`config.mk`:
```
export PLATFORM = sky130hd
export DESIGN_NAME = rvfi_tracer
export DESIGN_NICKNAME = d
export VERILOG_FILES = /design/src/rvfi_pkg.sv /design/src/lsu_pkg.sv /design/src/rvfi_decode_capture.sv /design/src/rvfi_execute_stage.sv /design/src/rvfi_writeback_stage.sv /design/src/rvfi_tracer.sv
export SDC_FILE = /design/constraint.sdc
export NUM_CORES = 1
export LEC_CHECK = 0
export ABC_AREA = 1
export BUFFER_PORTS_ARGS = -buffer_cell sky130_fd_sc_hd__buf_2
export CAP_MARGIN = 0
export CORE_AREA = 3 3 450 452
export CTS_CLUSTER_SIZE = 16
export DETAILED_ROUTE_END_ITERATION = 7
export DIE_AREA = 0 0 453 455
export PLACE_DENSITY = 0.34
export RECOVER_POWER = 50
export SYNTH_ARGS = -nofsm -noshare
export SYNTH_HDL_FRONTEND = slang
export SYNTH_SLANG_ARGS = --single-unit
```
`constraint.sdc`:
```
create_clock -name clk_i -period 22.9 [get_ports clk_i]
set_input_delay 1.145 -clock clk_i [delete_from_list [all_inputs] [get_ports clk_i]]
set_output_delay 1.145 -clock clk_i [all_outputs]
set_load 0.01 [all_outputs]
```
`src/rvfi_pkg.sv`:
```
////////////////////////////////////////////////////////////
// Widths, port indices and word types of the retirement
// trace. Import it in every tracer module to share the
// record layout between the pipeline stages.
////////////////////////////////////////////////////////////

package rvfi_pkg;

  // Data, PC and instruction width
  parameter int unsigned XLEN = 32;

  // Register file index width
  parameter int unsigned REG_ADDR_W = 5;

  // Retirement order counter width unless the top level overrides it
  parameter int unsigned ORDER_W_DEFAULT = 64;

  // Retire ports
  parameter int unsigned NRET = 2;

  // Non-memory instructions retire after execute
  parameter int unsigned PORT_EX = 0;

  // Loads and stores retire after writeback
  parameter int unsigned PORT_WB = 1;

  typedef logic [XLEN-1:0] xlen_t;

  typedef logic [REG_ADDR_W-1:0] reg_addr_t;

  // One enable bit per byte of a data word
  typedef logic [XLEN/8-1:0] mem_mask_t;

endpackage

```
`src/lsu_pkg.sv`:
```
////////////////////////////////////////////////////////////
// Load/store access size as driven by the core's decoder,
// and the byte mask that each size covers in the trace.
////////////////////////////////////////////////////////////

package lsu_pkg;

  import rvfi_pkg::*;

  // Value 3 is reserved and has no name
  typedef enum logic [1:0] {
    LSU_WORD = 2'd0,
    LSU_HALF = 2'd1,
    LSU_BYTE = 2'd2
  } lsu_type_e;

  // Accesses are aligned so the mask always starts at byte 0
  function automatic mem_mask_t lsu_byte_mask(lsu_type_e size);
    mem_mask_t mask;
    case (size)
      LSU_WORD: mask = 4'b1111;
      LSU_HALF: mask = 4'b0011;
      LSU_BYTE: mask = 4'b0001;
      default:  mask = 4'b0000;
    endcase
    return mask;
  endfunction

endpackage

```
`src/rvfi_decode_capture.sv`:
```
////////////////////////////////////////////////////////////
// First tracer stage. Registers the trace record of each
// instruction when decode completes and numbers it with
// the retirement order. The record stays pending until
// execute takes it.
////////////////////////////////////////////////////////////

`timescale 1ns/1ns

module rvfi_decode_capture import rvfi_pkg::*; import lsu_pkg::*; #(
  parameter int unsigned ORDER_W = ORDER_W_DEFAULT
) (
  input  logic               clk_i,
  input  logic               rst_ni,
  input  logic               id_valid_i,
  input  logic               id_decoding_i,
  input  logic               ex_ready_i,
  input  logic               insn_compressed_i,
  input  logic [15:0]        insn_c_i,
  input  xlen_t              insn_i,
  input  reg_addr_t          rs1_addr_i,
  input  reg_addr_t          rs2_addr_i,
  input  xlen_t              rs1_rdata_i,
  input  xlen_t              rs2_rdata_i,
  input  logic               rd_we_i,
  input  reg_addr_t          rd_addr_i,
  input  xlen_t              pc_id_i,
  input  xlen_t              pc_if_i,
  input  xlen_t              jump_target_i,
  input  logic               pc_set_i,
  input  logic               is_jump_i,
  input  logic               lsu_req_i,
  input  logic               lsu_we_i,
  input  lsu_type_e          lsu_type_i,
  output logic               pend_o,
  output logic [ORDER_W-1:0] order_o,
  output xlen_t              insn_o,
  output reg_addr_t          rs1_addr_o,
  output reg_addr_t          rs2_addr_o,
  output xlen_t              rs1_rdata_o,
  output xlen_t              rs2_rdata_o,
  output reg_addr_t          rd_addr_o,
  output xlen_t              pc_rdata_o,
  output xlen_t              pc_wdata_o,
  output mem_mask_t          rmask_o,
  output mem_mask_t          wmask_o,
  output logic               mem_o
);

  logic      id_done;
  mem_mask_t size_mask;

  assign id_done   = id_valid_i & id_decoding_i;
  assign size_mask = lsu_byte_mask(lsu_type_i);

  // A new record keeps the flag set even when execute takes the old one
  always_ff @(posedge clk_i or negedge rst_ni) begin
    if (!rst_ni) begin
      pend_o  <= 1'b0;
      order_o <= '0;
    end else if (id_done) begin
      pend_o  <= 1'b1;
      order_o <= order_o + ORDER_W'(1);
    end else if (ex_ready_i) begin
      pend_o  <= 1'b0;
    end
  end

  always_ff @(posedge clk_i) begin
    if (id_done) begin
      // Compressed encodings are reported zero-extended
      insn_o      <= insn_compressed_i ? {16'b0, insn_c_i} : insn_i;
      rs1_addr_o  <= rs1_addr_i;
      rs2_addr_o  <= rs2_addr_i;
      rs1_rdata_o <= rs1_rdata_i;
      rs2_rdata_o <= rs2_rdata_i;
      rd_addr_o   <= rd_we_i ? rd_addr_i : '0;
      pc_rdata_o  <= pc_id_i;
      pc_wdata_o  <= (pc_set_i && is_jump_i) ? jump_target_i : pc_if_i;
      rmask_o     <= (lsu_req_i && !lsu_we_i) ? size_mask : '0;
      wmask_o     <= (lsu_req_i && lsu_we_i) ? size_mask : '0;
      mem_o       <= lsu_req_i;
    end
  end

endmodule

```
`src/rvfi_execute_stage.sv`:
```
////////////////////////////////////////////////////////////
// Second tracer stage. Completes the pending record when
// execute is ready. Non-memory instructions retire here on
// port 0 with a one-cycle valid. Loads and stores get their
// address and write data and move on to writeback.
////////////////////////////////////////////////////////////

`timescale 1ns/1ns

module rvfi_execute_stage import rvfi_pkg::*; #(
  parameter int unsigned ORDER_W = ORDER_W_DEFAULT
) (
  input  logic               clk_i,
  input  logic               rst_ni,
  input  logic               ex_ready_i,
  input  logic               pend_i,
  input  logic [ORDER_W-1:0] order_i,
  input  xlen_t              insn_i,
  input  reg_addr_t          rs1_addr_i,
  input  reg_addr_t          rs2_addr_i,
  input  xlen_t              rs1_rdata_i,
  input  xlen_t              rs2_rdata_i,
  input  reg_addr_t          rd_addr_i,
  input  xlen_t              pc_rdata_i,
  input  xlen_t              pc_wdata_i,
  input  mem_mask_t          rmask_i,
  input  mem_mask_t          wmask_i,
  input  logic               mem_i,
  input  xlen_t              rd_wdata_ex_i,
  input  logic               pc_set_i,
  input  logic               is_branch_i,
  input  xlen_t              branch_target_i,
  input  xlen_t              lsu_addr_i,
  input  xlen_t              lsu_wdata_i,
  // Port 0 record
  output logic               valid_o,
  output logic [ORDER_W-1:0] order_o,
  output xlen_t              insn_o,
  output reg_addr_t          rs1_addr_o,
  output reg_addr_t          rs2_addr_o,
  output xlen_t              rs1_rdata_o,
  output xlen_t              rs2_rdata_o,
  output reg_addr_t          rd_addr_o,
  output xlen_t              rd_wdata_o,
  output xlen_t              pc_rdata_o,
  output xlen_t              pc_wdata_o,
  // Record handed to writeback
  output logic               wb_pend_o,
  output logic [ORDER_W-1:0] wb_order_o,
  output xlen_t              wb_insn_o,
  output reg_addr_t          wb_rs1_addr_o,
  output reg_addr_t          wb_rs2_addr_o,
  output xlen_t              wb_rs1_rdata_o,
  output xlen_t              wb_rs2_rdata_o,
  output reg_addr_t          wb_rd_addr_o,
  output xlen_t              wb_pc_rdata_o,
  output xlen_t              wb_pc_wdata_o,
  output xlen_t              mem_addr_o,
  output xlen_t              mem_wdata_o,
  output mem_mask_t          rmask_o,
  output mem_mask_t          wmask_o
);

  logic  ex_done;
  xlen_t pc_wdata_d;

  assign ex_done    = ex_ready_i & pend_i;
  // A taken branch resolves here and overrides the fetch PC
  assign pc_wdata_d = (pc_set_i && is_branch_i) ? branch_target_i : pc_wdata_i;

  // Both strobes are single-cycle pulses
  always_ff @(posedge clk_i or negedge rst_ni) begin
    if (!rst_ni) begin
      valid_o   <= 1'b0;
      wb_pend_o <= 1'b0;
    end else begin
      valid_o   <= ex_done & ~mem_i;
      wb_pend_o <= ex_done & mem_i;
    end
  end

  always_ff @(posedge clk_i) begin
    if (ex_done && !mem_i) begin
      order_o     <= order_i;
      insn_o      <= insn_i;
      rs1_addr_o  <= rs1_addr_i;
      rs2_addr_o  <= rs2_addr_i;
      rs1_rdata_o <= rs1_rdata_i;
      rs2_rdata_o <= rs2_rdata_i;
      rd_addr_o   <= rd_addr_i;
      // x0 never reports write data
      rd_wdata_o  <= (rd_addr_i == '0) ? '0 : rd_wdata_ex_i;
      pc_rdata_o  <= pc_rdata_i;
      pc_wdata_o  <= pc_wdata_d;
    end
  end

  always_ff @(posedge clk_i) begin
    if (ex_done && mem_i) begin
      wb_order_o     <= order_i;
      wb_insn_o      <= insn_i;
      wb_rs1_addr_o  <= rs1_addr_i;
      wb_rs2_addr_o  <= rs2_addr_i;
      wb_rs1_rdata_o <= rs1_rdata_i;
      wb_rs2_rdata_o <= rs2_rdata_i;
      wb_rd_addr_o   <= rd_addr_i;
      wb_pc_rdata_o  <= pc_rdata_i;
      wb_pc_wdata_o  <= pc_wdata_d;
      mem_addr_o     <= lsu_addr_i;
      mem_wdata_o    <= lsu_wdata_i;
      rmask_o        <= rmask_i;
      wmask_o        <= wmask_i;
    end
  end

endmodule

```
`src/rvfi_writeback_stage.sv`:
```
////////////////////////////////////////////////////////////
// Last tracer stage. Waits with a load or store until the
// core's writeback is ready, then adds the result and load
// data and retires the record on port 1 for one cycle.
// The execute stage keeps the record stable meanwhile.
////////////////////////////////////////////////////////////

`timescale 1ns/1ns

module rvfi_writeback_stage import rvfi_pkg::*; #(
  parameter int unsigned ORDER_W = ORDER_W_DEFAULT
) (
  input  logic               clk_i,
  input  logic               rst_ni,
  input  logic               wb_ready_i,
  input  logic               pend_i,
  input  logic [ORDER_W-1:0] order_i,
  input  xlen_t              insn_i,
  input  reg_addr_t          rs1_addr_i,
  input  reg_addr_t          rs2_addr_i,
  input  xlen_t              rs1_rdata_i,
  input  xlen_t              rs2_rdata_i,
  input  reg_addr_t          rd_addr_i,
  input  xlen_t              pc_rdata_i,
  input  xlen_t              pc_wdata_i,
  input  xlen_t              mem_addr_i,
  input  xlen_t              mem_wdata_i,
  input  mem_mask_t          rmask_i,
  input  mem_mask_t          wmask_i,
  input  xlen_t              rd_wdata_wb_i,
  output logic               valid_o,
  output logic [ORDER_W-1:0] order_o,
  output xlen_t              insn_o,
  output reg_addr_t          rs1_addr_o,
  output reg_addr_t          rs2_addr_o,
  output xlen_t              rs1_rdata_o,
  output xlen_t              rs2_rdata_o,
  output reg_addr_t          rd_addr_o,
  output xlen_t              rd_wdata_o,
  output xlen_t              pc_rdata_o,
  output xlen_t              pc_wdata_o,
  output xlen_t              mem_addr_o,
  output mem_mask_t          mem_rmask_o,
  output mem_mask_t          mem_wmask_o,
  output xlen_t              mem_rdata_o,
  output xlen_t              mem_wdata_o
);

  logic wait_q;
  logic pending;
  logic wb_done;

  // Handoff pulse from execute or a record still waiting
  assign pending = pend_i | wait_q;
  assign wb_done = wb_ready_i & pending;

  always_ff @(posedge clk_i or negedge rst_ni) begin
    if (!rst_ni) begin
      wait_q  <= 1'b0;
      valid_o <= 1'b0;
    end else begin
      wait_q  <= pending & ~wb_ready_i;
      valid_o <= wb_done;
    end
  end

  always_ff @(posedge clk_i) begin
    if (wb_done) begin
      order_o     <= order_i;
      insn_o      <= insn_i;
      rs1_addr_o  <= rs1_addr_i;
      rs2_addr_o  <= rs2_addr_i;
      rs1_rdata_o <= rs1_rdata_i;
      rs2_rdata_o <= rs2_rdata_i;
      rd_addr_o   <= rd_addr_i;
      rd_wdata_o  <= (rd_addr_i == '0) ? '0 : rd_wdata_wb_i;
      pc_rdata_o  <= pc_rdata_i;
      pc_wdata_o  <= pc_wdata_i;
      mem_addr_o  <= mem_addr_i;
      mem_rmask_o <= rmask_i;
      mem_wmask_o <= wmask_i;
      // Only loads return data, stores report zero
      mem_rdata_o <= (rmask_i != '0) ? rd_wdata_wb_i : '0;
      mem_wdata_o <= mem_wdata_i;
    end
  end

endmodule

```
`src/rvfi_tracer.sv`:
```
////////////////////////////////////////////////////////////
// Retirement tracer for a three-stage core. Connect the
// core's decode, execute and writeback signals. Port 0 of
// each trace output carries instructions retired after
// execute, port 1 the loads and stores after writeback.
////////////////////////////////////////////////////////////

`timescale 1ns/1ns

module rvfi_tracer import rvfi_pkg::*; import lsu_pkg::*; #(
  parameter int unsigned ORDER_W = ORDER_W_DEFAULT
) (
  input  logic                          clk_i,
  input  logic                          rst_ni,
  // Decode
  input  logic                          id_valid_i,
  input  logic                          id_decoding_i,
  input  logic                          insn_compressed_i,
  input  logic [15:0]                   insn_c_i,
  input  xlen_t                         insn_i,
  input  reg_addr_t                     rs1_addr_i,
  input  reg_addr_t                     rs2_addr_i,
  input  xlen_t                         rs1_rdata_i,
  input  xlen_t                         rs2_rdata_i,
  input  logic                          rd_we_i,
  input  reg_addr_t                     rd_addr_i,
  input  xlen_t                         pc_id_i,
  input  xlen_t                         pc_if_i,
  input  xlen_t                         jump_target_i,
  input  logic                          pc_set_i,
  input  logic                          is_jump_i,
  input  logic                          lsu_req_i,
  input  logic                          lsu_we_i,
  input  lsu_type_e                     lsu_type_i,
  // Execute
  input  logic                          ex_ready_i,
  input  xlen_t                         rd_wdata_ex_i,
  input  xlen_t                         branch_target_ex_i,
  input  logic                          is_branch_ex_i,
  input  xlen_t                         lsu_addr_ex_i,
  input  xlen_t                         lsu_wdata_ex_i,
  // Writeback
  input  logic                          wb_ready_i,
  input  xlen_t                         rd_wdata_wb_i,
  // Trace ports, one element per retire port
  output logic [NRET-1:0]               rvfi_valid_o,
  output logic [NRET-1:0][ORDER_W-1:0]  rvfi_order_o,
  output xlen_t [NRET-1:0]              rvfi_insn_o,
  output reg_addr_t [NRET-1:0]          rvfi_rs1_addr_o,
  output reg_addr_t [NRET-1:0]          rvfi_rs2_addr_o,
  output xlen_t [NRET-1:0]              rvfi_rs1_rdata_o,
  output xlen_t [NRET-1:0]              rvfi_rs2_rdata_o,
  output reg_addr_t [NRET-1:0]          rvfi_rd_addr_o,
  output xlen_t [NRET-1:0]              rvfi_rd_wdata_o,
  output xlen_t [NRET-1:0]              rvfi_pc_rdata_o,
  output xlen_t [NRET-1:0]              rvfi_pc_wdata_o,
  output xlen_t [NRET-1:0]              rvfi_mem_addr_o,
  output mem_mask_t [NRET-1:0]          rvfi_mem_rmask_o,
  output mem_mask_t [NRET-1:0]          rvfi_mem_wmask_o,
  output xlen_t [NRET-1:0]              rvfi_mem_rdata_o,
  output xlen_t [NRET-1:0]              rvfi_mem_wdata_o
);

  // Decode to execute
  logic               id_pend;
  logic [ORDER_W-1:0] id_order;
  xlen_t              id_insn;
  reg_addr_t          id_rs1_addr;
  reg_addr_t          id_rs2_addr;
  xlen_t              id_rs1_rdata;
  xlen_t              id_rs2_rdata;
  reg_addr_t          id_rd_addr;
  xlen_t              id_pc_rdata;
  xlen_t              id_pc_wdata;
  mem_mask_t          id_rmask;
  mem_mask_t          id_wmask;
  logic               id_mem;

  // Execute to writeback
  logic               ex_pend;
  logic [ORDER_W-1:0] ex_order;
  xlen_t              ex_insn;
  reg_addr_t          ex_rs1_addr;
  reg_addr_t          ex_rs2_addr;
  xlen_t              ex_rs1_rdata;
  xlen_t              ex_rs2_rdata;
  reg_addr_t          ex_rd_addr;
  xlen_t              ex_pc_rdata;
  xlen_t              ex_pc_wdata;
  xlen_t              ex_mem_addr;
  xlen_t              ex_mem_wdata;
  mem_mask_t          ex_rmask;
  mem_mask_t          ex_wmask;

  // Port 0 never carries a memory access
  assign rvfi_mem_addr_o[PORT_EX]  = '0;
  assign rvfi_mem_rmask_o[PORT_EX] = '0;
  assign rvfi_mem_wmask_o[PORT_EX] = '0;
  assign rvfi_mem_rdata_o[PORT_EX] = '0;
  assign rvfi_mem_wdata_o[PORT_EX] = '0;

  rvfi_decode_capture #(
    .ORDER_W (ORDER_W)
  ) u_decode (
    .clk_i             (clk_i),
    .rst_ni            (rst_ni),
    .id_valid_i        (id_valid_i),
    .id_decoding_i     (id_decoding_i),
    .ex_ready_i        (ex_ready_i),
    .insn_compressed_i (insn_compressed_i),
    .insn_c_i          (insn_c_i),
    .insn_i            (insn_i),
    .rs1_addr_i        (rs1_addr_i),
    .rs2_addr_i        (rs2_addr_i),
    .rs1_rdata_i       (rs1_rdata_i),
    .rs2_rdata_i       (rs2_rdata_i),
    .rd_we_i           (rd_we_i),
    .rd_addr_i         (rd_addr_i),
    .pc_id_i           (pc_id_i),
    .pc_if_i           (pc_if_i),
    .jump_target_i     (jump_target_i),
    .pc_set_i          (pc_set_i),
    .is_jump_i         (is_jump_i),
    .lsu_req_i         (lsu_req_i),
    .lsu_we_i          (lsu_we_i),
    .lsu_type_i        (lsu_type_i),
    .pend_o            (id_pend),
    .order_o           (id_order),
    .insn_o            (id_insn),
    .rs1_addr_o        (id_rs1_addr),
    .rs2_addr_o        (id_rs2_addr),
    .rs1_rdata_o       (id_rs1_rdata),
    .rs2_rdata_o       (id_rs2_rdata),
    .rd_addr_o         (id_rd_addr),
    .pc_rdata_o        (id_pc_rdata),
    .pc_wdata_o        (id_pc_wdata),
    .rmask_o           (id_rmask),
    .wmask_o           (id_wmask),
    .mem_o             (id_mem)
  );

  rvfi_execute_stage #(
    .ORDER_W (ORDER_W)
  ) u_execute (
    .clk_i           (clk_i),
    .rst_ni          (rst_ni),
    .ex_ready_i      (ex_ready_i),
    .pend_i          (id_pend),
    .order_i         (id_order),
    .insn_i          (id_insn),
    .rs1_addr_i      (id_rs1_addr),
    .rs2_addr_i      (id_rs2_addr),
    .rs1_rdata_i     (id_rs1_rdata),
    .rs2_rdata_i     (id_rs2_rdata),
    .rd_addr_i       (id_rd_addr),
    .pc_rdata_i      (id_pc_rdata),
    .pc_wdata_i      (id_pc_wdata),
    .rmask_i         (id_rmask),
    .wmask_i         (id_wmask),
    .mem_i           (id_mem),
    .rd_wdata_ex_i   (rd_wdata_ex_i),
    .pc_set_i        (pc_set_i),
    .is_branch_i     (is_branch_ex_i),
    .branch_target_i (branch_target_ex_i),
    .lsu_addr_i      (lsu_addr_ex_i),
    .lsu_wdata_i     (lsu_wdata_ex_i),
    .valid_o         (rvfi_valid_o[PORT_EX]),
    .order_o         (rvfi_order_o[PORT_EX]),
    .insn_o          (rvfi_insn_o[PORT_EX]),
    .rs1_addr_o      (rvfi_rs1_addr_o[PORT_EX]),
    .rs2_addr_o      (rvfi_rs2_addr_o[PORT_EX]),
    .rs1_rdata_o     (rvfi_rs1_rdata_o[PORT_EX]),
    .rs2_rdata_o     (rvfi_rs2_rdata_o[PORT_EX]),
    .rd_addr_o       (rvfi_rd_addr_o[PORT_EX]),
    .rd_wdata_o      (rvfi_rd_wdata_o[PORT_EX]),
    .pc_rdata_o      (rvfi_pc_rdata_o[PORT_EX]),
    .pc_wdata_o      (rvfi_pc_wdata_o[PORT_EX]),
    .wb_pend_o       (ex_pend),
    .wb_order_o      (ex_order),
    .wb_insn_o       (ex_insn),
    .wb_rs1_addr_o   (ex_rs1_addr),
    .wb_rs2_addr_o   (ex_rs2_addr),
    .wb_rs1_rdata_o  (ex_rs1_rdata),
    .wb_rs2_rdata_o  (ex_rs2_rdata),
    .wb_rd_addr_o    (ex_rd_addr),
    .wb_pc_rdata_o   (ex_pc_rdata),
    .wb_pc_wdata_o   (ex_pc_wdata),
    .mem_addr_o      (ex_mem_addr),
    .mem_wdata_o     (ex_mem_wdata),
    .rmask_o         (ex_rmask),
    .wmask_o         (ex_wmask)
  );

  rvfi_writeback_stage #(
    .ORDER_W (ORDER_W)
  ) u_writeback (
    .clk_i         (clk_i),
    .rst_ni        (rst_ni),
    .wb_ready_i    (wb_ready_i),
    .pend_i        (ex_pend),
    .order_i       (ex_order),
    .insn_i        (ex_insn),
    .rs1_addr_i    (ex_rs1_addr),
    .rs2_addr_i    (ex_rs2_addr),
    .rs1_rdata_i   (ex_rs1_rdata),
    .rs2_rdata_i   (ex_rs2_rdata),
    .rd_addr_i     (ex_rd_addr),
    .pc_rdata_i    (ex_pc_rdata),
    .pc_wdata_i    (ex_pc_wdata),
    .mem_addr_i    (ex_mem_addr),
    .mem_wdata_i   (ex_mem_wdata),
    .rmask_i       (ex_rmask),
    .wmask_i       (ex_wmask),
    .rd_wdata_wb_i (rd_wdata_wb_i),
    .valid_o       (rvfi_valid_o[PORT_WB]),
    .order_o       (rvfi_order_o[PORT_WB]),
    .insn_o        (rvfi_insn_o[PORT_WB]),
    .rs1_addr_o    (rvfi_rs1_addr_o[PORT_WB]),
    .rs2_addr_o    (rvfi_rs2_addr_o[PORT_WB]),
    .rs1_rdata_o   (rvfi_rs1_rdata_o[PORT_WB]),
    .rs2_rdata_o   (rvfi_rs2_rdata_o[PORT_WB]),
    .rd_addr_o     (rvfi_rd_addr_o[PORT_WB]),
    .rd_wdata_o    (rvfi_rd_wdata_o[PORT_WB]),
    .pc_rdata_o    (rvfi_pc_rdata_o[PORT_WB]),
    .pc_wdata_o    (rvfi_pc_wdata_o[PORT_WB]),
    .mem_addr_o    (rvfi_mem_addr_o[PORT_WB]),
    .mem_rmask_o   (rvfi_mem_rmask_o[PORT_WB]),
    .mem_wmask_o   (rvfi_mem_wmask_o[PORT_WB]),
    .mem_rdata_o   (rvfi_mem_rdata_o[PORT_WB]),
    .mem_wdata_o   (rvfi_mem_wdata_o[PORT_WB])
  );

endmodule

```
# After elaboration in Yosys (flattened, before gate mapping)
# Index checks and enable logic that the tools add are counted.
[op_classes]
div_mod_pow = 0
n_shift = 0
n_eq_ne = 2
multipliers = 0
n_lt_le_gt_ge = 0
n_reduce_logical = 13
mux = 6
add_sub_neg = 1
bitwise_logic = 9
[ops]
columns = ["cell", "count"]
rows = [
  ["$add A64 B1 Y64 const B", 1],
  ["$mux W32", 2],
  ["$mux W16", 1],
  ["$pmux W4 S3", 1],
  ["$logic_not A5 Y1", 2],
  ["$and A1 B1 Y1", 6],
  ["$logic_and A1 B1 Y1", 6],
  ["$reduce_bool A4 Y1", 1],
  ["$eq A2 B1 Y1 const B", 1],
  ["$eq A2 B2 Y1 const B", 1],
  ["$logic_not A1 Y1", 2],
  ["$logic_not A2 Y1", 1],
  ["$mux W1", 2],
  ["$not A1 Y1", 2],
  ["$reduce_bool A2 Y1", 1],
  ["$or A1 B1 Y1", 1],
]
[word_totals]
mem_bits_ro = 0
out_inout_bits = 752
ff_bits = 1210
memories = 0
ram_bits = 0
inputBits = 398
latch_bits = 0

# Depth between registers and ports, before layout
# Gate-level depths: netlist (run 1).
[depth]
word_depth = 2
ltp_mapped = 10
ltp_nobuf = 10

# Cells and area by module
# A second synthesis (run 1) with hierarchy kept.
[hier_totals]
hier_cells = 2141
area_unflattened_um2 = 40968.0
[modules_own_cells]
columns = ["module", "instances", "seq_area_each_um2", "cells_each", "area_per_inst_um2"]
rows = [
  ["rvfi_execute_stage", 1, 17526.8, 767, 18316.3],
  ["rvfi_writeback_stage", 1, 11310.8, 492, 11903.9],
  ["rvfi_decode_capture", 1, 7091.8, 777, 9963.3],
  ["rvfi_tracer", 1, 0.0, 105, 784.5],
]

# Least setup slack after synthesis (run 1)
# Ideal clock, no wire load.
[synth_path]
path_kind = "input -> register"
start = "input port wb_ready_i"
end = "register u_writeback.valid_o"
setup_slack_ns = 4.650
required_ns = 21.145
n_path_buf = 0
path_stages = 2
setup_ns = 1.755
arrival_time_ns = 16.496
path_cell_list = "inv_1 > nor2_1"
[synth_via]
elab_chain_cells = 1
[synth_lines]
columns = ["item", "line", "text"]
rows = [
  ["start: declaration", "rvfi_tracer.sv:43", "input logic wb_ready_i,"],
  ["$and A1 B1 Y1", "rvfi_writeback_stage.sv:55", "assign wb_done = wb_ready_i & pending;"],
  ["named net u_writeback.wb_done", "rvfi_writeback_stage.sv:51", "logic wb_done;"],
  ["end signal: assignment", "rvfi_writeback_stage.sv:63", "valid_o <= wb_done;"],
  ["end: declaration", "rvfi_writeback_stage.sv:31", "output logic valid_o,"],
]
# The timed path passes the listed nets, and every way through them passes these cells.
# A chain may end at the register's enable or synchronous reset.

# Worst setup path in the final report (run 1)
[layout_path]
start = "input port wb_ready_i"
end = "register u_writeback.rs1_rdata_o[2] (enable)"
[layout_via]
elab_chain_cells = 1
[layout_lines]
columns = ["item", "line", "text"]
rows = [
  ["$and A1 B1 Y1", "rvfi_writeback_stage.sv:55", ""],
  ["named net u_writeback.wb_done", "rvfi_writeback_stage.sv:51", ""],
  ["end signal: assignment", "rvfi_writeback_stage.sv:73", "rs1_rdata_o <= rs1_rdata_i;"],
  ["end: declaration", "rvfi_writeback_stage.sv:36", "output xlen_t rs1_rdata_o,"],
]
# The timed path passes the listed nets, and every way through them passes these cells.

==> results of run 1 <==
synthesized netlist by cell type:
cell / number
a21oi_1: 2
and3_1: 1
buf_2: 7
buf_4: 108
buf_6: 1
clkbuf_1: 11
conb_1: 1
dfrtp_1: 69
edfxtp_1: 1135
ha_1: 1
inv_1: 176
inv_2: 4
mux2_2: 80
nand2_1: 221
nand2_2: 10
nand2_4: 3
nand3_1: 31
nand3_2: 4
nand3b_1: 7
nand4_1: 18
nor2_1: 141
nor2_2: 8
nor2_4: 12
nor2_8: 1
nor3_1: 15
nor4_1: 1
o21ai_0: 5
o21bai_1: 1
xnor2_1: 26
xor2_1: 20
registers in the layout, summed over array words and instances, names as in the netlist, 64 cells and up:
register              count
u_decode.order_o         64
u_execute.order_o        64
u_execute.wb_order_o     64
u_writeback.order_o      64
power by group:
part | switching [mW] | leakage, nW | internal (mW)
clock network | 0.947 | 2.16 | 1.24
logic | 0.148 | 6.62 | 0.0687
registers | 0.0389 | 11.2 | 2.52
total | 1.13 | 19.9 | 3.83
path summary, 6_finish.rpt:
path | from | endpoint | slack (ps)
max | wb_ready_i | u_writeback.rs1_rdata_o[2] | 12740
min in group asynchronous | rst_ni | u_writeback.valid_o | 730
max reg2reg | u_writeback.wait_q | u_writeback.rs1_rdata_o[2] | 12890
min reg2reg | u_execute.wb_pc_rdata_o[30] | u_writeback.pc_rdata_o[30] | 390
max in group asynchronous | rst_ni | u_decode.order_o[5] | 18560
min | u_execute.wb_pc_rdata_o[30] | u_writeback.pc_rdata_o[30] | 390
cells by family (layout without fill, tap and decap cells):
kind of cell | count (synthesis) | after routing
flip-flops | 1204 | 1204
AND/OR/NAND/NOR | 473 | 473
buffers and inverters | 307 | 1506
multiplexers | 80 | 80
XOR/XNOR | 46 | 46
AO/OA/AOI/OAI | 8 | 8
adder cells (fa/ha/maj) | 1 | 1
other | 1 | 111
area by class of cell:
class | count | share of cell area [%]
clock buffer | 182 | 6.97
clock inverter | 77 | 1.46
timing repair buffer | 1067 | 10.0
tap | 2656 | 6.22
inverter | 180 | 1.27
multi-input combinational | 712 | 7.04
antenna | 7 | 0.0328
sequential | 1204 | 67.0
routing by layer:
layer / vias to the layer above / track usage, %
li1: 9851 / -
met1: 11000 / 14.9
met2: 740 / 24.7
met3: 276 / 3.39
met4: 12 / 3.53
met5: - / 0
worst max-delay path, cell delays in order:
cell and delay [ps]:
clkbuf_1 110, inv_1 60, nor2_1 1420, clkbuf_1 5320
buf_4 1260, buf_4 950
==> run_results.csv, run 1 <==
group,metric,value,unit
logic_synthesis,synth_top_family_by_area,"simple AND/OR/NAND/NOR gates",
logic_synthesis,synthAdderAreaFrac,0.0306,%
floorplanning,die_h,455,um
placement,io_buffers,1045,
finish,final_common_cell,"edfxtp_1",
global_routing,grt_max_degree,129,
placement,detailedPlace.worstSlack,17320,ps
clock_tree,clkSlewWorstSetupHoldPaths,60,ps
global_routing,antenna_found_initial,65,
routing,vias_per_cell,3.59,
run,cap_violations,14,
finish,final_core_util,26.8,%
routing,drt.antenna.violating_nets,0,
critical_path,cp_max_fo,116,
critical_path,critPathArrivalTime,10560,ps
power,leakagePower,19.9,nW
clock_tree,ctsResizeCount,0,
timing,slew-limit-headroom,-406,%
timing,slew_violations,627,
timing,fin_worst_skew,30.4,ps
critical_path,rr_worst_depth,5,
timing,setup_violations,0,
floorplanning,die_x,453,um
finish,fin_area,53400,um2
global_routing,grt_first_pass_wirelength,187,mm
hold_path,holdPathStages,0,
logic_synthesis,synth_xor_area_share,0.986,%
logic_synthesis,synth-simple-area-share,5.16,%
clock_tree,ctsHoldBuffers,0,
clock_tree,postCtsSetupBuffers,0,
timing,hold_ws,394,ps
timing,min_period,10160,ps
timing,timing.fmax,0.0984,GHz
clock_tree,insertion_delay,790,ps
global_routing,grt_pass1_vias,21900,
placement,place_hpwl,105,mm
routing,wl_met3,7.87,mm
logic_synthesis,synth_mux_area_share,2.21,%
placement,place_area,49100,um2
logic_synthesis,synth_compound_area_share,0.104,%
finish,stdcell_count,6085,
hold_path,min_path_type,"flop to flop",
clock_tree,ctsHtreeMaxLevel,4,
logic_synthesis,yosysTopAreaCellShare,83.4,%
power,peakVddDrop,0.0000639,V
routing,first_iter_violations,1272,
logic_synthesis,ys_types,30,
finish,layout-drive-gt1-share,37.9,%
timing,rsz0062_at_grt,"false",
logic_synthesis,synth_seq_area_share,87.7,%
outcome,violations,"capacitance limit, slew limit",
routing,top_layer_used,"met5",
timing,worst_pin_slew,7590,ps
global_routing,grt_overflow,0,
logic_synthesis,ys_seq_elements,1204,
finish,register_area,35800,um2
critical_path,cp-end-kind,"flop",
routing,wl_per_cell,23.4,um
critical_path,required,23300,ps
power,p_total,4.96,mW
finish,multi_input_area,3760,um2
finish,fillerInstances,20600,
clock_tree,cts_tree,"yes",
routing,met2WireLength,76.7,mm
finish,nNetsFinal,3706,
clock_tree,cts_made_buffers,142,
timing,finalHoldViolations,0,
logic_synthesis,synthCells,2120,
finish,area_growth,30.8,%
logic_synthesis,avgSynthCellArea,19.3,um2
floorplanning,dieArea,206000,um2
global_routing,track_usage,13.2,%
timing,worst_slack,12740,ps
timing,finalSetupTns,0,ps
outcome,run_status,"finished, violations left",
timing,period_share,44.4,%
floorplanning,rows,164,
placement,gp_congestion,0.801,
floorplanning,ios,1150,
routing,firstDrtPassIters,5,
routing,wl_met1,53.9,mm
finish,final_cell_mix,"edfxtp_1 (1135), buf_2 (1022), nand2_1 (223), inv_1 (176), nor2_1 (152)",
routing,drc,0,
logic_synthesis,synth.largest_area_cell,"edfxtp_1",
logic_synthesis,synth_area,40900,um2
logic_synthesis,synth_warnings,0,
logic_synthesis,netlist_top_cells_area,"edfxtp_1 (83%), dfrtp_1 (4.2%), mux2_2 (2.2%)",
clock_tree,cts_buffer_depth,3,
placement,place_inst,5819,
critical_path,start_kind,"primary input",
floorplanning,floorplan.initialDensity,20.5,%
floorplanning,core_area,199000,um2
routing,via_count,21900,
power,powerDensity,92.8,nW/um2
routing,drt_wl_total,142,mm
clock_tree,cts_sinks,1204,
critical_path,setup.worst_path.class,"primary input to flop",
clock_tree,cts_root_buffer,"clkbuf_16",
Power figures use the tool's default switching activity.
==> run 2: changes to the inputs <==
- PLACE_DENSITY: 0.34 -> 0.36
- clock period: 22.9 -> 8.79 ns (I/O delays scaled with it)
==> run_results.csv, run 2 (synthesis results as in run 1) <==
group,metric,value,unit
timing,period_share,57.1,%
floorplanning,die_h,455,um
critical_path,critPathArrivalTime,5420,ps
critical_path,timing.rr.start,"u_decode.pend_o",
critical_path,critPathTopFamily,"buffers and inverters",
finish,fillerInstances,20400,
routing,drt.antenna.violating_nets,0,
critical_path,path_cells,"dlygate4sd3_1 -> buf_2 -> nand2_1 -> nor2_1 -> clkbuf_2 -> buf_4",
routing,via_count,23300,
power,peakVddDrop,0.000177,V
clock_tree,insertion_delay,790,ps
clock_tree,cts_buffer_depth,3,
hold_path,min_to,"u_writeback.mem_rdata_o[14]",
placement,place_inst,5818,
timing,setup_violations,0,
placement,gp_congestion,0.821,
floorplanning,core_area,199000,um2
finish,stdcell_count,6457,
routing,first_iter_violations,1525,
routing,firstDrtPassIters,5,
timing,slew_violations,557,
global_routing,antenna_found_initial,22,
finish,final_common_cell,"edfxtp_1",
clock_tree,cts_sinks,1204,
timing,fin_worst_skew,34.9,ps
placement,io_buffers,1045,
global_routing,track_usage,13.1,%
global_routing,grt_pass1_vias,23700,
timing,worst_pin_slew,4270,ps
power,p_total,12.9,mW
power,leakagePower,21.3,nW
finish,fin_area,57100,um2
clock_tree,postCtsSetupBuffers,0,
floorplanning,rows,164,
floorplanning,die_x,453,um
critical_path,path_buf_inv,4,
critical_path,rrSetupSlack,3820,ps
global_routing,grt_first_pass_wirelength,189,mm
hold_path,holdPathStages,3,
critical_path,rr_worst_depth,4,
finish,nNetsFinal,4092,
routing,drc,0,
global_routing,grt_overflow,0,
power,powerDensity,226,nW/um2
clock_tree,clkSlewWorstSetupHoldPaths,60,ps
finish,final_cell_mix,"edfxtp_1 (1135), buf_2 (967), dlygate4sd3_1 (390), nand2_1 (225), inv_1 (176)",
critical_path,cp_max_fo,127,
critical_path,cp-end-kind,"flop",
hold_path,min_path_type,"primary input to flop",
timing,timing.fmax,0.199,GHz
finish,area_growth,39.8,%
timing,finalSetupTns,0,ps
outcome,violations,"capacitance limit, slew limit",
routing,wl_per_cell,21.8,um
clock_tree,cts_tree,"yes",
critical_path,slowest_delay,2610,ps
critical_path,setup.worst_path.class,"primary input to flop",
timing,finalHoldViolations,0,
routing,vias_per_cell,3.60,
placement,place_area,49100,um2
clock_tree,ctsResizeCount,0,
timing,rsz0062_at_grt,"false",
clock_tree,cts_root_buffer,"clkbuf_16",
outcome,run_status,"finished, violations left",
global_routing,grt_max_degree,153,
floorplanning,ios,1150,
timing,min_period,5020,ps
finish,layout-drive-gt1-share,32.3,%
critical_path,required,9190,ps
floorplanning,dieArea,206000,um2
placement,place_hpwl,103,mm
timing,hold_ws,113,ps
critical_path,crit_slowest_cell,"clkbuf_2",
routing,drt_wl_total,141,mm
clock_tree,cts_made_buffers,139,
clock_tree,ctsHtreeMaxLevel,4,
hold_path,hp-start,"rd_wdata_wb_i[14]",
critical_path,rr_endpoint,"u_execute.mem_addr_o[22]",
critical_path,start_kind,"primary input",
run,cap_violations,12,
timing,slew-limit-headroom,-185,%
floorplanning,floorplan.initialDensity,20.5,%
-- run 2: cell count changes in the layout (fill, tap and decap cells not counted), moves of 3 or more --
cell           previous run  this run
buf_2                  1022       967
buf_4                    12         7
clkbuf_1                 70       123
clkinv_1                 35        29
clkinv_16                 8         5
clkinv_2                 15        11
dlygate4sd3_1             0       390
mux2_1                   30        42
mux2_2                   50        38
nor2_1                  152       147
nor2_4                    6         9
-- run 2: worst max-delay path by stage --
stage	start	to	cells after the start
floorplan	ex_ready_i	u_execute.valid_o	2
global placement	ex_ready_i	u_execute.rs2_addr_o[1]	5
detailed placement	ex_ready_i	u_execute.rs1_rdata_o[10]	5
CTS	u_decode.pend_o	u_execute.rs2_addr_o[1]	4
global route	u_decode.pend_o	u_execute.mem_addr_o[22]	4
finish	ex_ready_i	u_execute.mem_addr_o[22]	6
-- run 2: repair_timing --
item,CTS,global route
hold endpoints to repair,467,0
hold buffers,390,0
setup endpoints to repair,0,0
-- run 2: metrics by stage --
| step | setup slack [ps] | util (%) |
|---|---|---|
| 2_1_floorplan | 549 | - |
| 3_3_place_gp | 5780 | 24.7 |
| 3_5_place_dp | 5810 | 24.7 |
| 4_1_cts | 6000 | 28.8 |
| 5_1_grt | 3370 | 28.7 |
| 6_report | 3770 | 28.7 |
-- run 2: final cells by class --
type                    count  area (um2)  share of cell area [%]
flip-flops and latches   1204       35800                    62.7
repair buffers           1456        9190                    16.1
multi-input cells         712        3780                    6.62
clock buffers             178        3680                    6.44
well taps                2656        3320                    5.82
inverters                 180         683                    1.20
clock inverters            64         642                    1.12
diodes                      7        17.5                  0.0307
-- run 2: worst reg2reg max path, delay by kind of cell (launching register included) --
family | cells | cell delay, ps
flops | 1 | 340
buf+inv | 2 | 3830
simple gates | 2 | 400
-- run 2: report_power, final --
group	total, mW	internal (mW)	switching (mW)
Combinational	0.731	0.297	0.434
Sequential	6.67	6.57	0.102
Clock	5.53	3.13	2.40
Total	12.9	9.99	2.94
-- run 2: routing by layer --
layer / vias up / GRT usage, % / part of all wire [%]
li1: 10600 / - / -
met1: 11700 / 15.2 / 39
met2: 724 / 23.5 / 52
met3: 211 / 3.31 / 5.5
met4: 0 / 4.27 / 2.9
met5: - / 0 / 0
==> run 3: changes to the inputs <==
- PLACE_DENSITY: 0.36 -> 0.34
- clock period: 8.79 -> 4.8 ns (I/O delays scaled with it)
==> run_results.csv, run 3 (synthesis results as in run 1) <==
group,metric,value,unit
timing,worst_slack,1640,ps
finish,stdcell_count,6488,
clock_tree,cts_sinks,1204,
global_routing,track_usage,13.4,%
clock_tree,cts_made_buffers,145,
critical_path,cp_max_fo,25,
placement,gp_congestion,0.815,
timing,hold_ws,152,ps
timing,min_period,3160,ps
finish,area_growth,40.4,%
hold_path,holdPathStages,3,
global_routing,grt_pass1_vias,23900,
routing,vias_per_cell,3.59,
floorplanning,dieArea,206000,um2
placement,place_area,49200,um2
critical_path,start_kind,"flop",
clock_tree,ctsResizeCount,0,
finish,final_common_cell,"edfxtp_1",
clock_tree,ctsHtreeMaxLevel,4,
critical_path,rr_endpoint,"u_execute.order_o[5]",
clock_tree,insertion_delay,780,ps
power,powerDensity,421,nW/um2
timing,fin_worst_skew,33.5,ps
critical_path,rrSetupSlack,1640,ps
critical_path,setup.worst_path.class,"flop to flop",
hold_path,min_path_type,"primary input to flop",
clock_tree,cts_buffer_depth,3,
finish,fin_area,57400,um2
global_routing,antenna_found_initial,21,
routing,first_iter_violations,1385,
power,leakagePower,21.0,nW
finish,layout-drive-gt1-share,27.0,%
clock_tree,clkSlewWorstSetupHoldPaths,50,ps
critical_path,cp-end-kind,"flop",
timing,period_share,65.9,%
outcome,violations,"capacitance limit, slew limit",
critical_path,required,5150,ps
floorplanning,die_h,455,um
global_routing,grt_first_pass_wirelength,192,mm
critical_path,critPathArrivalTime,3510,ps
placement,place_inst,5818,
run,cap_violations,5,
floorplanning,floorplan.initialDensity,20.5,%
finish,nNetsFinal,4108,
routing,firstDrtPassIters,5,
routing,drt.antenna.violating_nets,0,
critical_path,path_cells,"nand2_1 -> nor2_1 -> clkbuf_1",
timing,finalHoldViolations,0,
placement,io_buffers,1045,
timing,timing.fmax,0.316,GHz
clock_tree,cts_root_buffer,"clkbuf_16",
clock_tree,cts_tree,"yes",
floorplanning,rows,164,
power,peakVddDrop,0.000308,V
timing,rsz0062_at_grt,"false",
critical_path,crit_slowest_cell,"clkbuf_1",
timing,slew-limit-headroom,-46.6,%
floorplanning,die_x,453,um
placement,place_hpwl,104,mm
outcome,run_status,"finished, violations left",
floorplanning,core_area,199000,um2
routing,drt_wl_total,144,mm
hold_path,hp-start,"wb_ready_i",
routing,wl_per_cell,22.1,um
floorplanning,ios,1150,
placement,detailedPlace.worstSlack,2640,ps
routing,via_count,23300,
critical_path,rr_worst_depth,3,
timing,worst_pin_slew,2200,ps
critical_path,slowest_delay,1430,ps
hold_path,min_to,"u_writeback.wait_q",
timing,setup_violations,0,
routing,drc,0,
global_routing,grt_max_degree,141,
timing,slew_violations,195,
global_routing,grt_overflow,0,
finish,final_cell_mix,"edfxtp_1 (1135), buf_2 (733), dlygate4sd3_1 (400), clkbuf_1 (349), nand2_1 (222)",
critical_path,timing.rr.start,"u_decode.pend_o",
run 3: changes by cell type in the layout (fill, tap and decap cells not counted), sizes merged:
cell | previous run | this run
buf | 977 | 748
bufinv | 5 | 6
clkbuf | 267 | 503
clkinv | 49 | 55
diode | 7 | 11
dlygate4sd3 | 390 | 400
inv | 185 | 188
run 3: what timing repair did:
| item | in CTS | in global routing |
|---|---|---|
| hold buffers | 400 | 0 |
| setup endpoints to repair | 0 | 0 |
| endpoints found under the hold margin | 489 | 0 |
| setup buffers | 0 | 0 |
run 3: area by class of cell:
type | instances | area (um2)
antenna | 11 | 27.5
clock buffer | 185 | 3900
clock inverter | 74 | 693
fill | 20400 | 142000
inverter | 180 | 683
multi-input combinational | 712 | 3820
sequential | 1204 | 35800
tap | 2656 | 3320
timing repair buffer | 1466 | 9100
run 3: metrics by stage:
step,util (%),TNS (ps),power [mW]
6_report,28.8,0,24.2
5_1_grt,28.8,0,25.2
4_1_cts,29.0,0,24.7
3_5_place_dp,24.7,0,13.5
3_3_place_gp,24.7,0,13.5
2_1_floorplan,-,-780900,12.9
run 3: worst max-delay path: cells and delay by family (launching register included):
| family | cells | cell delay, ps |
|---|---|---|
| buf+inv | 1 | 1430 |
| simple gates | 2 | 920 |
| flops | 1 | 350 |
run 3: worst max-delay path by stage:
stage,startpoint,end,cells after the start
floorplan,u_writeback.wait_q,u_writeback.valid_o,2
global placement,id_valid_i,u_decode.rs2_rdata_o[31],4
detailed placement,id_valid_i,u_decode.rs2_rdata_o[31],4
CTS,u_decode.pend_o,u_execute.insn_o[2],3
global route,u_decode.pend_o,u_execute.order_o[5],3
finish,u_decode.pend_o,u_execute.order_o[5],3
run 3: report_power, final:
group	switching [mW]	leakage, nW	total (mW)	internal, mW
Clock	4.52	2.24	10.6	6.13
Combinational	0.803	7.56	1.34	0.539
Sequential	0.179	11.2	12.2	12.0
run 3: per-layer routing:
metal  track usage [%]  routed length (um)  share of wire (%)
met1              14.9               54500                 38
met3              3.62                8250                5.7
met4              5.68                5820                4.1
met5                 0                  13             0.0091
met2              24.0               74900                 52
